[config.mk]
export PLATFORM = sky130hd
export DESIGN_NAME = beats_merge_top
export DESIGN_NICKNAME = d
export VERILOG_FILES = /design/src/logic/beats_pkg.sv /design/src/logic/beat_queue.sv /design/src/logic/skid_fifo.sv /design/src/logic/latency_bridge_beats.sv /design/src/logic/beat_arbiter.sv /design/src/logic/beats_merge_top.sv
export SDC_FILE = /design/constraint.sdc
export NUM_CORES = 1
export LEC_CHECK = 0
export ABC_CLOCK_PERIOD_IN_PS = 5700
export BUFFER_PORTS_ARGS = -buffer_cell sky130_fd_sc_hd__buf_2
export CAP_MARGIN = 15
export CORE_MARGIN = 4
export CORE_UTILIZATION = 45
export CTS_CLUSTER_SIZE = 10
export DETAILED_ROUTE_END_ITERATION = 6
export GPL_TIMING_DRIVEN = 0
export MAX_ROUTING_LAYER = met4
export REMOVE_ABC_BUFFERS = 1
export SLEW_MARGIN = 20
export SYNTH_ARGS = -nofsm -noshare
export SYNTH_HDL_FRONTEND = slang
export SYNTH_SLANG_ARGS = --single-unit
[constraint.sdc]
create_clock -name clk -period 5.7 [get_ports clk]
set_clock_uncertainty 0.15 [all_clocks]
set_input_delay 0 -clock clk [delete_from_list [all_inputs] [get_ports clk]]
set_output_delay 0 -clock clk [all_outputs]
set_load 0.01 [all_outputs]
[src/logic/beats_pkg.sv]
// ========================================
// Beat merger shared definitions
// Beat payload, channel id and arbiter
// state used across the merger datapath
// ========================================

package beats_pkg;

    // ========================================
    // Sizes
    // ========================================

    // Payload width of one beat, a single word
    localparam int beat_data_w = 32;

    // Channel count is fixed, the arbiter rotation assumes two
    localparam int n_chan = 2;

    // ========================================
    // Types
    // ========================================

    // One beat on any stream, payload plus end-of-packet flag
    typedef struct packed {
        logic [beat_data_w-1:0] data;
        logic                   last;
    } beat_t;

    // Channel number, one bit for two channels
    typedef logic chan_id_t;

    // Arbiter states
    // Idle picks a channel, locked holds it until the last beat
    typedef enum logic {
        arb_idle   = 1'b0,
        arb_locked = 1'b1
    } arb_state_e;

endpackage : beats_pkg

[src/logic/beat_queue.sv]
// ========================================
// Beat queue
// Synchronous circular FIFO of beats with a
// write strobe, full and not-empty levels
// and a registered read port
// ========================================

`timescale 1ns/100ps

module beat_queue #(
    parameter int queue_depth = 8
) (
    input  logic            clk,
    input  logic            rst_n,

    // Write side, plain strobe
    input  logic            wr_en,
    input  beats_pkg::beat_t wr_beat,
    output logic            full,

    // Read side, data valid the cycle after rd_en
    output logic            not_empty,
    input  logic            rd_en,
    output beats_pkg::beat_t rd_beat
);

    import beats_pkg::*;

    // Address width, pointers carry one extra wrap bit
    localparam int aw = $clog2(queue_depth);

    beat_t       mem [queue_depth];
    logic [aw:0] wr_ptr;
    logic [aw:0] rd_ptr;
    logic        wr_fire;
    logic        rd_fire;

    // ========================================
    // Levels
    // ========================================

    // Same slot, opposite wrap bits means every slot is used
    assign full = (wr_ptr[aw] != rd_ptr[aw]) &&
                  (wr_ptr[aw-1:0] == rd_ptr[aw-1:0]);

    // Any pointer difference means at least one beat is stored
    assign not_empty = (wr_ptr != rd_ptr);

    // A write into a full queue is dropped
    assign wr_fire = wr_en && !full;

    // Reads on an empty queue are ignored
    assign rd_fire = rd_en && not_empty;

    // ========================================
    // Pointers
    // ========================================

    always_ff @(posedge clk) begin
        if (!rst_n) begin
            wr_ptr <= '0;
            rd_ptr <= '0;
        end else begin
            if (wr_fire) begin
                wr_ptr <= wr_ptr + 1'b1;
            end
            if (rd_fire) begin
                rd_ptr <= rd_ptr + 1'b1;
            end
        end
    end

    // ========================================
    // Storage and registered read
    // ========================================

    // Storage and read register hold payload only
    always_ff @(posedge clk) begin
        if (wr_fire) begin
            mem[wr_ptr[aw-1:0]] <= wr_beat;
        end
        // Read data holds until the next read strobe
        if (rd_fire) begin
            rd_beat <= mem[rd_ptr[aw-1:0]];
        end
    end

endmodule : beat_queue

[src/logic/skid_fifo.sv]
// ========================================
// Skid FIFO
// Small show-ahead FIFO with valid/ready
// on both sides and an occupancy count
// ========================================

`timescale 1ns/100ps

module skid_fifo #(
    parameter int skid_depth = 4
) (
    input  logic                            clk,
    input  logic                            rst_n,

    // Write side
    input  logic                            wr_valid,
    output logic                            wr_ready,
    input  beats_pkg::beat_t                wr_beat,

    // Read side, head entry shown while rd_valid is high
    output logic                            rd_valid,
    input  logic                            rd_ready,
    output beats_pkg::beat_t                rd_beat,

    // Stored entries, 0 to skid_depth
    output logic [$clog2(skid_depth+1)-1:0] count
);

    import beats_pkg::*;

    localparam int aw = (skid_depth > 1) ? $clog2(skid_depth) : 1;

    beat_t         mem [skid_depth];
    logic [aw-1:0] wr_ptr;
    logic [aw-1:0] rd_ptr;
    logic          wr_fire;
    logic          rd_fire;

    assign wr_ready = (count != skid_depth);
    assign rd_valid = (count != '0);
    assign rd_beat  = mem[rd_ptr];

    assign wr_fire = wr_valid && wr_ready;
    assign rd_fire = rd_valid && rd_ready;

    // Pointers wrap at skid_depth, which need not be a power of two
    always_ff @(posedge clk) begin
        if (!rst_n) begin
            wr_ptr <= '0;
            rd_ptr <= '0;
            count  <= '0;
        end else begin
            if (wr_fire) begin
                wr_ptr <= (wr_ptr == aw'(skid_depth - 1)) ? '0 : wr_ptr + 1'b1;
            end
            if (rd_fire) begin
                rd_ptr <= (rd_ptr == aw'(skid_depth - 1)) ? '0 : rd_ptr + 1'b1;
            end
            // Simultaneous write and read leave the count unchanged
            if (wr_fire && !rd_fire) begin
                count <= count + 1'b1;
            end else if (rd_fire && !wr_fire) begin
                count <= count - 1'b1;
            end
        end
    end

    always_ff @(posedge clk) begin
        if (wr_fire) begin
            mem[wr_ptr] <= wr_beat;
        end
    end

endmodule : skid_fifo

[src/logic/latency_bridge_beats.sv]
// ========================================
// Latency bridge for beats
// Turns a registered-read queue into a
// valid/ready stream through a skid FIFO
// ========================================

`timescale 1ns/100ps

module latency_bridge_beats #(
    parameter int skid_depth = 4
) (
    input  logic             clk,
    input  logic             rst_n,

    // Upstream queue, s_beat valid one cycle after s_valid && s_ready
    input  logic             s_valid,
    output logic             s_ready,
    input  beats_pkg::beat_t s_beat,

    // Downstream stream
    output logic             m_valid,
    input  logic             m_ready,
    output beats_pkg::beat_t m_beat
);

    localparam int cw = $clog2(skid_depth + 1);

    logic          drain_ip;
    logic          draining;
    logic          skid_wr_ready;
    logic [cw-1:0] skid_count;
    logic [cw:0]   pending;
    logic          room;

    // ========================================
    // Accept decision
    // ========================================

    // Consumer frees a skid slot this cycle
    assign draining = m_valid && m_ready;

    // The beat in flight has no slot in the count yet
    // so it is added until it lands in the skid FIFO
    assign pending = {1'b0, skid_count} + {{cw{1'b0}}, drain_ip};
    assign room    = (pending < (cw+1)'(skid_depth));

    // A drain in this cycle makes room for one more
    assign s_ready = room || draining;

    // ========================================
    // Beat in flight
    // ========================================

    // Set on the cycle a read is accepted, queue data arrives next cycle
    always_ff @(posedge clk) begin
        if (!rst_n) begin
            drain_ip <= 1'b0;
        end else begin
            drain_ip <= s_valid && s_ready;
        end
    end

    // ========================================
    // Skid FIFO
    // ========================================

    // Registered queue output is stable while drain_ip is high
    skid_fifo #(
        .skid_depth (skid_depth)
    ) u_skid (
        .clk      (clk),
        .rst_n    (rst_n),
        .wr_valid (drain_ip),
        .wr_ready (skid_wr_ready),
        .wr_beat  (s_beat),
        .rd_valid (m_valid),
        .rd_ready (m_ready),
        .rd_beat  (m_beat),
        .count    (skid_count)
    );

endmodule : latency_bridge_beats

[src/logic/beat_arbiter.sv]
// ========================================
// Beat arbiter
// Packet-locked round-robin merge of two
// valid/ready beat streams onto one bus
// ========================================

`timescale 1ns/100ps

module beat_arbiter (
    input  logic                         clk,
    input  logic                         rst_n,

    // Bridge streams
    input  logic [beats_pkg::n_chan-1:0] in_valid,
    output logic [beats_pkg::n_chan-1:0] in_ready,
    input  beats_pkg::beat_t             in_beat0,
    input  beats_pkg::beat_t             in_beat1,

    // Merged output bus
    output logic                         out_valid,
    input  logic                         out_ready,
    output beats_pkg::beat_t             out_beat,
    output beats_pkg::chan_id_t          out_chan
);

    import beats_pkg::*;

    arb_state_e state;
    chan_id_t   grant;
    chan_id_t   pick;
    logic       xfer;

    // ========================================
    // Channel pick
    // ========================================

    // Both waiting, rotate away from the last grant
    // otherwise take whichever one is waiting
    always_comb begin
        if (in_valid[0] && in_valid[1]) begin
            pick = ~grant;
        end else if (in_valid[1]) begin
            pick = 1'b1;
        end else begin
            pick = 1'b0;
        end
    end

    assign xfer = out_valid && out_ready;

    // ========================================
    // Lock FSM
    // ========================================

    // grant doubles as the priority pointer, it holds through idle
    // Reset value of 1 lets channel 0 win the first tie
    always_ff @(posedge clk) begin
        if (!rst_n) begin
            state <= arb_idle;
            grant <= 1'b1;
        end else begin
            case (state)
                arb_idle: begin
                    if (|in_valid) begin
                        state <= arb_locked;
                        grant <= pick;
                    end
                end
                arb_locked: begin
                    // Release only after the packet's last beat goes out
                    if (xfer && out_beat.last) begin
                        state <= arb_idle;
                    end
                end
                default: begin
                    state <= arb_idle;
                end
            endcase
        end
    end

    // ========================================
    // Output mux
    // ========================================

    assign out_valid = (state == arb_locked) && in_valid[grant];
    assign out_beat  = grant ? in_beat1 : in_beat0;
    assign out_chan  = grant;

    // Only the granted channel sees the bus ready
    always_comb begin
        in_ready        = '0;
        in_ready[grant] = (state == arb_locked) && out_ready;
    end

endmodule : beat_arbiter

[src/logic/beats_merge_top.sv]
// ========================================
// Two-channel beat merger
// Two queue-plus-bridge channels sharing
// one output bus through the arbiter
// ========================================

`timescale 1ns/100ps

module beats_merge_top #(
    parameter int queue_depth = 8,
    parameter int skid_depth  = 4
) (
    input  logic                         clk,
    input  logic                         rst_n,

    // Producer writes, plain strobes
    input  logic [beats_pkg::n_chan-1:0] wr_en,
    input  beats_pkg::beat_t             wr_beat0,
    input  beats_pkg::beat_t             wr_beat1,
    output logic [beats_pkg::n_chan-1:0] full,

    // Merged output
    output logic                         out_valid,
    input  logic                         out_ready,
    output beats_pkg::beat_t             out_beat,
    output beats_pkg::chan_id_t          out_chan
);

    import beats_pkg::*;

    // Queue to bridge, s_ready is the queue read strobe
    logic [n_chan-1:0] q_not_empty;
    logic [n_chan-1:0] q_rd_en;
    beat_t             q_beat0;
    beat_t             q_beat1;

    // Bridge to arbiter
    logic [n_chan-1:0] br_valid;
    logic [n_chan-1:0] br_ready;
    beat_t             br_beat0;
    beat_t             br_beat1;

    // ========================================
    // Channel 0
    // ========================================

    beat_queue #(.queue_depth(queue_depth)) u_queue0 (
        .clk(clk), .rst_n(rst_n),
        .wr_en(wr_en[0]), .wr_beat(wr_beat0), .full(full[0]),
        .not_empty(q_not_empty[0]), .rd_en(q_rd_en[0]), .rd_beat(q_beat0)
    );

    latency_bridge_beats #(.skid_depth(skid_depth)) u_bridge0 (
        .clk(clk), .rst_n(rst_n),
        .s_valid(q_not_empty[0]), .s_ready(q_rd_en[0]), .s_beat(q_beat0),
        .m_valid(br_valid[0]), .m_ready(br_ready[0]), .m_beat(br_beat0)
    );

    // ========================================
    // Channel 1
    // ========================================

    beat_queue #(.queue_depth(queue_depth)) u_queue1 (
        .clk(clk), .rst_n(rst_n),
        .wr_en(wr_en[1]), .wr_beat(wr_beat1), .full(full[1]),
        .not_empty(q_not_empty[1]), .rd_en(q_rd_en[1]), .rd_beat(q_beat1)
    );

    latency_bridge_beats #(.skid_depth(skid_depth)) u_bridge1 (
        .clk(clk), .rst_n(rst_n),
        .s_valid(q_not_empty[1]), .s_ready(q_rd_en[1]), .s_beat(q_beat1),
        .m_valid(br_valid[1]), .m_ready(br_ready[1]), .m_beat(br_beat1)
    );

    // ========================================
    // Arbiter
    // ========================================

    beat_arbiter u_arbiter (
        .clk(clk), .rst_n(rst_n),
        .in_valid(br_valid), .in_ready(br_ready),
        .in_beat0(br_beat0), .in_beat1(br_beat1),
        .out_valid(out_valid), .out_ready(out_ready),
        .out_beat(out_beat), .out_chan(out_chan)
    );

endmodule : beats_merge_top

After elaboration in Yosys (flattened, before gate mapping). Memories as Yosys holds them, arrays and structs flattened. A register that Yosys moved wholly into a read port is not among the register bits. Index checks and enable logic that the tools add are counted.

Flip-flop bits (word level): 34. Bits in latches: 0. RAM bits: 792. ROM bits: 0. Output and inout bits: 37. Logic and storage cells: 115. Memories: 4.

Memories: u_queue0.mem (depth 8, width 33, read ports 1, clocked after Yosys merged registers in 1, write ports 1, RTL line beat_queue.sv:32) `beat_t mem [queue_depth];`; u_queue1.mem (depth 8, width 33, read ports 1, clocked after Yosys merged registers in 1, write ports 1, RTL line beat_queue.sv:32); u_bridge0.u_skid.mem (depth 4, width 33, read ports 1, clocked after Yosys merged registers in 1, write ports 1, RTL line skid_fifo.sv:33) `beat_t mem [skid_depth];`; u_bridge1.u_skid.mem (depth 4, width 33, read ports 1, clocked after Yosys merged registers in 1, write ports 1, RTL line skid_fifo.sv:33).

$add $sub $neg: 14. Multiply operators: 0. Divide/modulo/power cells: 0. Magnitude comparators: 4. Equal/unequal tests: 12. Shift operators: 0. Multiplexer cells: 30. Bitwise operators: 3. Reduce and logical (&&, ||, !) cells: 34.

Operators with widths (count): 2-to-1 mux 33 bit (1); logical AND 1 bit (20); adder 4 x 1 -> 4 bit (second input constant) (4); 2-to-1 mux 2 bit (8); 2-to-1 mux 1 bit (15); 2-to-1 mux 3 bit (4); adder 2 x 1 -> 2 bit (second input constant) (4); adder 3 x 1 -> 4 bit (2); == test 2 bit (second input constant) (4); < comparator 4 x 3 -> 1 bit (second input constant) (2); != test 4 bit (2); adder 3 x 1 -> 3 bit (second input constant) (2); == test 3 bit (2); zero test 1 bit (6); != test 3 bit (second input constant) (2); nonzero test 3 bit (2); subtractor 3 x 1 -> 3 bit (second input constant) (2); nonzero test 2 bit (2); AND 2 bit (1); logical OR 1 bit (2); < comparator 1 x 2 -> 1 bit (second input constant) (1); != test 1 bit (2); inverter 1 bit (2); one-hot mux 1 bit (2 select lines) (1); other kinds (4) (4).

Logic depth before layout (Yosys ltp).
Depth in word-level cells: 9. Gate-level depth with buffers: 9. Mapped depth without buffers: 9.

By module. A second synthesis with hierarchy kept.

Cells, all modules: 1497. Area total of the unflattened synthesis: 34750.8 µm².

Modules (own cells, without submodules): beat_queue (u_queue0) (times used 1, cells an instance 492, area an instance 11857.6 µm², seq. area each 9078.7 µm²); beat_queue (u_queue1) (times used 1, cells an instance 495, area an instance 11766.3 µm², seq. area each 9078.7 µm²); skid_fifo (times used 2, cells an instance 224, area an instance 5245.0 µm², seq. area each 4144.0 µm²); beat_arbiter (times used 1, cells an instance 50, area an instance 539.3 µm², seq. area each 40.0 µm²); latency_bridge_beats (times used 2, cells an instance 6, area an instance 48.8 µm², seq. area each 20.0 µm²).

Worst setup path after synthesis. Ideal clock, no wire load.

Path type: reg2reg. Start: register u_queue0.rd_ptr[0]. End: memory u_queue0.mem[1][0] in the netlist's numbering, enable pin. Library setup time: 464 ps. Data arrival time: 3531 ps. Path slack: 1555 ps. Cell stages (with the launch flop): 6. Buffers on the path: 1. Path through: dfxtp_1 > buf_2 > xor2_1 > o41ai_4 > or2_2 > nor3_1.

Longest elaborated chain between the ends: 6.

Ends and longest elaborated chain: start: declaration (RTL line beat_queue.sv:34) `logic [aw:0] rd_ptr;`; start signal: assignment (RTL line beat_queue.sv:68) `rd_ptr <= rd_ptr + 1'b1;`; == test 3 bit (RTL line beat_queue.sv:44) `(wr_ptr[aw-1:0] == rd_ptr[aw-1:0]);`; logical AND 1 bit (RTL line beat_queue.sv:43) `assign full = (wr_ptr[aw] != rd_ptr[aw]) &&`; zero test 1 bit (RTL line beat_queue.sv:50) `assign wr_fire = wr_en && !full;`; logical AND 1 bit (RTL line beat_queue.sv:50); 2-to-1 mux 1 bit (RTL line beat_queue.sv:79) `if (wr_fire) begin`; 2-to-1 mux 1 bit (implied by the code) (RTL line beat_queue.sv:80) `mem[wr_ptr[aw-1:0]] <= wr_beat;`; end: declaration (RTL line beat_queue.sv:32).

No other way between the ends.

Worst setup path in the final report.
Start: register u_queue0.rd_ptr[2]. End: memory u_queue0.mem[1][26] in the netlist's numbering, enable pin.

Same word-level chain as after synthesis.

==> results.cfg <==
[routing]
drc = 0
drt-initial-drc-count = 969
dr.pass1.iters = 5
wl_mm = 63.81
vias = 14920
wl_per_cell_um = 23.26
antenna_left = 0
viasPerCell = 5.439

[sta]
rsz0062_at_grt = no
tightest_slew_ns = 0.9809
maxSlewViolCount = 0
slew_headroom_pct = 34.54
finalHoldViolCount = 0
max_freq_ghz = 0.2843
post-route-min-period_ns = 3.518
finalCritPeriodShare_pct = 61.72
setup_viol = 0

[placed_design]
place_congestion = 0.6896
place_hpwl_mm = 40.72
numPortBuffers = 107
dpl_cell_area_um2 = 36450

[cts]
insertion_delay_ns = 0.63
htree_levels = 3
ctsResizeCount = 0
numCtsBuffers = 100
cts_sinks = 896
cts_buffer_depth = 3
clkSlewWorstSetupHoldPaths_ns = 0.05
root_buffer = clkbuf_16
cts_setup_buffers = 0
cts_tree = built

[global_route]
grt_pass1_wl_mm = 97.50
grt_max_degree = 46
grt-ovfl-total = 0
grt_pass1_vias = 15980
antenna_found_initial = 0
grtUsageTotal_pct = 16.92

[power]
p_sw_share_pct = 24.94
leakage_nw = 12.76
p_comb_share_pct = 18.0
ir_drop_mv = 0.2431
p_int_mw = 13.19
seqPwrFrac_pct = 50.6
p_sw_mw = 4.383
clkPwrFrac_pct = 31.4
p_per_area_nw_per_um2 = 438.4

[cells_and_area]
final_cell_mix = 858 x edfxtp_1, 198 x mux4_2, 107 x buf_2, 103 x clkbuf_16, 99 x mux2_2
final_nets = 1834
fin_util_pct = 53.86
fin_area_um2 = 40090
syn2layout_area_growth_pct = 18.73
layout_commonest_cell = edfxtp_1
drive_gt1_share_pct = 35.40
n_antenna_cell = 0

[synthesis]
syn-mean-instance-area_um2 = 23.32
synth_cell_types = 43
synth.cell_area_um2 = 33770
async_flop_share_pct = 0
ys_warn_count = 0
synthCells = 1448
synthFlopType = edfxtp_1
synth_edf_count = 858
seq_area_frac_synth_pct = 78.55
ys_seq_elements = 896

[setup_path]
worstPathCellList = xor2_1 -> o41ai_4 -> or2_2 -> nor3_2 -> buf_4 -> buf_4 -> buf_6
cp_common_cell = buf_4
cp_top_family = simple AND/OR/NAND/NOR gates
worstPathMaxFanout = 37
path_class = flip-flop to flip-flop
crit_buf_inv = 3
arrival_ns = 3.70
cp-end-kind = flip-flop
cp.required_ns = 5.89
cp-start-kind = flip-flop
cp_slowest_stage_delay_ns = 0.77
critPathSlowestCell = dfxtp_4

[floorplan]
rows = 100
pin_count = 108
die-area_um2 = 79490
initial_utilization_pct = 45.36
die_w_um = 281.9
die_y_um = 281.9
coreArea_um2 = 74450

[job]
maxCapViolCount = 0

[outcome]
status = complete, no violations

[min_path]
min_path_type = primary input to flip-flop
## cells by family (layout without fill, tap and decap cells)
kind of cell | Yosys count | count (layout) | share of synthesized area [%]
simple gates | 91 | 91 | 1.438
buf+inv | 82 | 408 | 1.119
mux | 311 | 311 | 16.92
compound gates | 37 | 37 | 0.8559
xor+xnor | 13 | 13 | 0.4039
flops | 896 | 896 | 78.55
fa+ha+maj | 18 | 18 | 0.7114
## per-layer routing
layer / track usage (%) / vias to the layer above / routed length, µm
met5: - / - / 0
met4: 4.564 / 0 / 1080
met3: 2.426 / 88 / 2462
met2: 26.57 / 280 / 31940
met1: 23.62 / 7918 / 28330
li1: - / 6633 / -
## worst register-to-register path: cells and delay by family, from the launching register on
| kind | cells | cell delay [ns] |
|---|---|---|
| and+or+nand+nor | 2 | 1.01 |
| xor gates and xnor gates | 1 | 0.41 |
| DFF | 1 | 0.77 |
| AOI/OAI and AO/OA | 1 | 0.15 |
| buffers and inverters | 3 | 0.73 |
## flip-flops by register name (all words and copies together) (netlist names), named ones only
| signal | count |
|---|---|
| u_bridge0.u_skid.mem | 132 |
| u_arbiter.out_chan | 1 |
| u_bridge0.u_skid.count | 3 |
| u_queue0.rd_ptr | 4 |
| u_queue0.mem | 264 |
| u_bridge0.drain_ip | 1 |
| u_bridge0.u_skid.rd_ptr | 2 |
| u_queue1.wr_ptr | 4 |
| u_bridge1.u_skid.wr_ptr | 2 |
| u_queue0.rd_beat | 33 |
| u_queue1.rd_beat | 33 |
| u_queue0.wr_ptr | 4 |
| u_bridge1.u_skid.rd_ptr | 2 |
| u_queue1.rd_ptr | 4 |
| u_bridge0.u_skid.wr_ptr | 2 |
| u_queue1.mem | 264 |
| u_bridge1.u_skid.mem | 132 |
| u_arbiter.state | 1 |
| u_bridge1.drain_ip | 1 |
| u_bridge1.u_skid.count | 3 |
## cell type report
type	instances	area (µm²)
inverters	15	56.30
clock buffers	125	2670
multi-input cells	470	6995
clock inverters	6	62.56
repair buffers	262	2537
fillers	5531	34350
well taps	969	1212
flip-flops and latches	896	26560
## synthesized netlist by cell type (all sizes together), types with 2 or more instances
cell type	instances	area share (%)
o31ai	4	0.089
nor4	2	0.037
o41ai	2	0.16
a21boi	2	0.044
nor3	11	0.16
mux2	99	3.3
nand2b	7	0.13
or4	4	0.089
mux4	198	13
buf	37	0.62
o21ai	10	0.15
xnor2	2	0.052
inv	15	0.17
xor2	11	0.35
ha	16	0.59
nor4b	2	0.089
edfxtp	858	76
nand3	2	0.030
or3b	2	0.052
nor2	33	0.37
clkbuf	30	0.33
nand2	7	0.085
fa	2	0.12
and2	8	0.15
mux2i	14	0.41
or3	8	0.15
or2	2	0.037
dfxtp	38	2.3
a21oi	13	0.19
## final timing paths
path | startpoint | end | slack (ns) | cells after the start
hold / removal | wr_beat0[14] | u_queue0.mem[7][14]$_DFFE_PP_ | 0.04 | 2
hold reg to reg | u_queue1.wr_ptr[3]$_SDFFE_PN0P_ | u_queue1.wr_ptr[3]$_SDFFE_PN0P_ | 0.33 | 2
setup reg to reg | u_queue0.rd_ptr[2]$_SDFFE_PN0P_ | u_queue0.mem[1][26]$_DFFE_PP_ | 2.18 | 7
setup / recovery | u_queue0.rd_ptr[2]$_SDFFE_PN0P_ | u_queue0.mem[1][26]$_DFFE_PP_ | 2.18 | 7
## what timing repair did
item                       in CTS  in global routing
hold buffers                   91                  0
setup endpoints to repair       0                  0
hold endpoints to repair      663                  0
## power groups by stage
stage	combinational, mW	sequential [mW]	clock (mW)
2_1_floorplan	1.89	9.04	0
3_3_place_gp	2.77	9.34	0
3_5_place_dp	3.18	9.05	0
4_1_cts	3.25	8.91	5.66
5_1_grt	3.41	8.99	5.95
6_report	3.16	8.90	5.52
## through the flow
stage          setup TNS (ns)  setup WS, ns  total power, mW  hold slack, ns  std cells
5_1_grt                     0         1.969            18.35         0.02898       2743
3_3_place_gp         -1874.18        -4.782            12.11          0.1111       2457
4_1_cts                     0         2.044            17.82       0.0007071       2743
2_1_floorplan         -145.20       -0.8650            10.93        -0.05873       1381
6_report                    0         2.182            17.58         0.03621       2743
3_5_place_dp                0         2.069            12.23          0.1136       2521
Power figures use the tool's default switching activity.
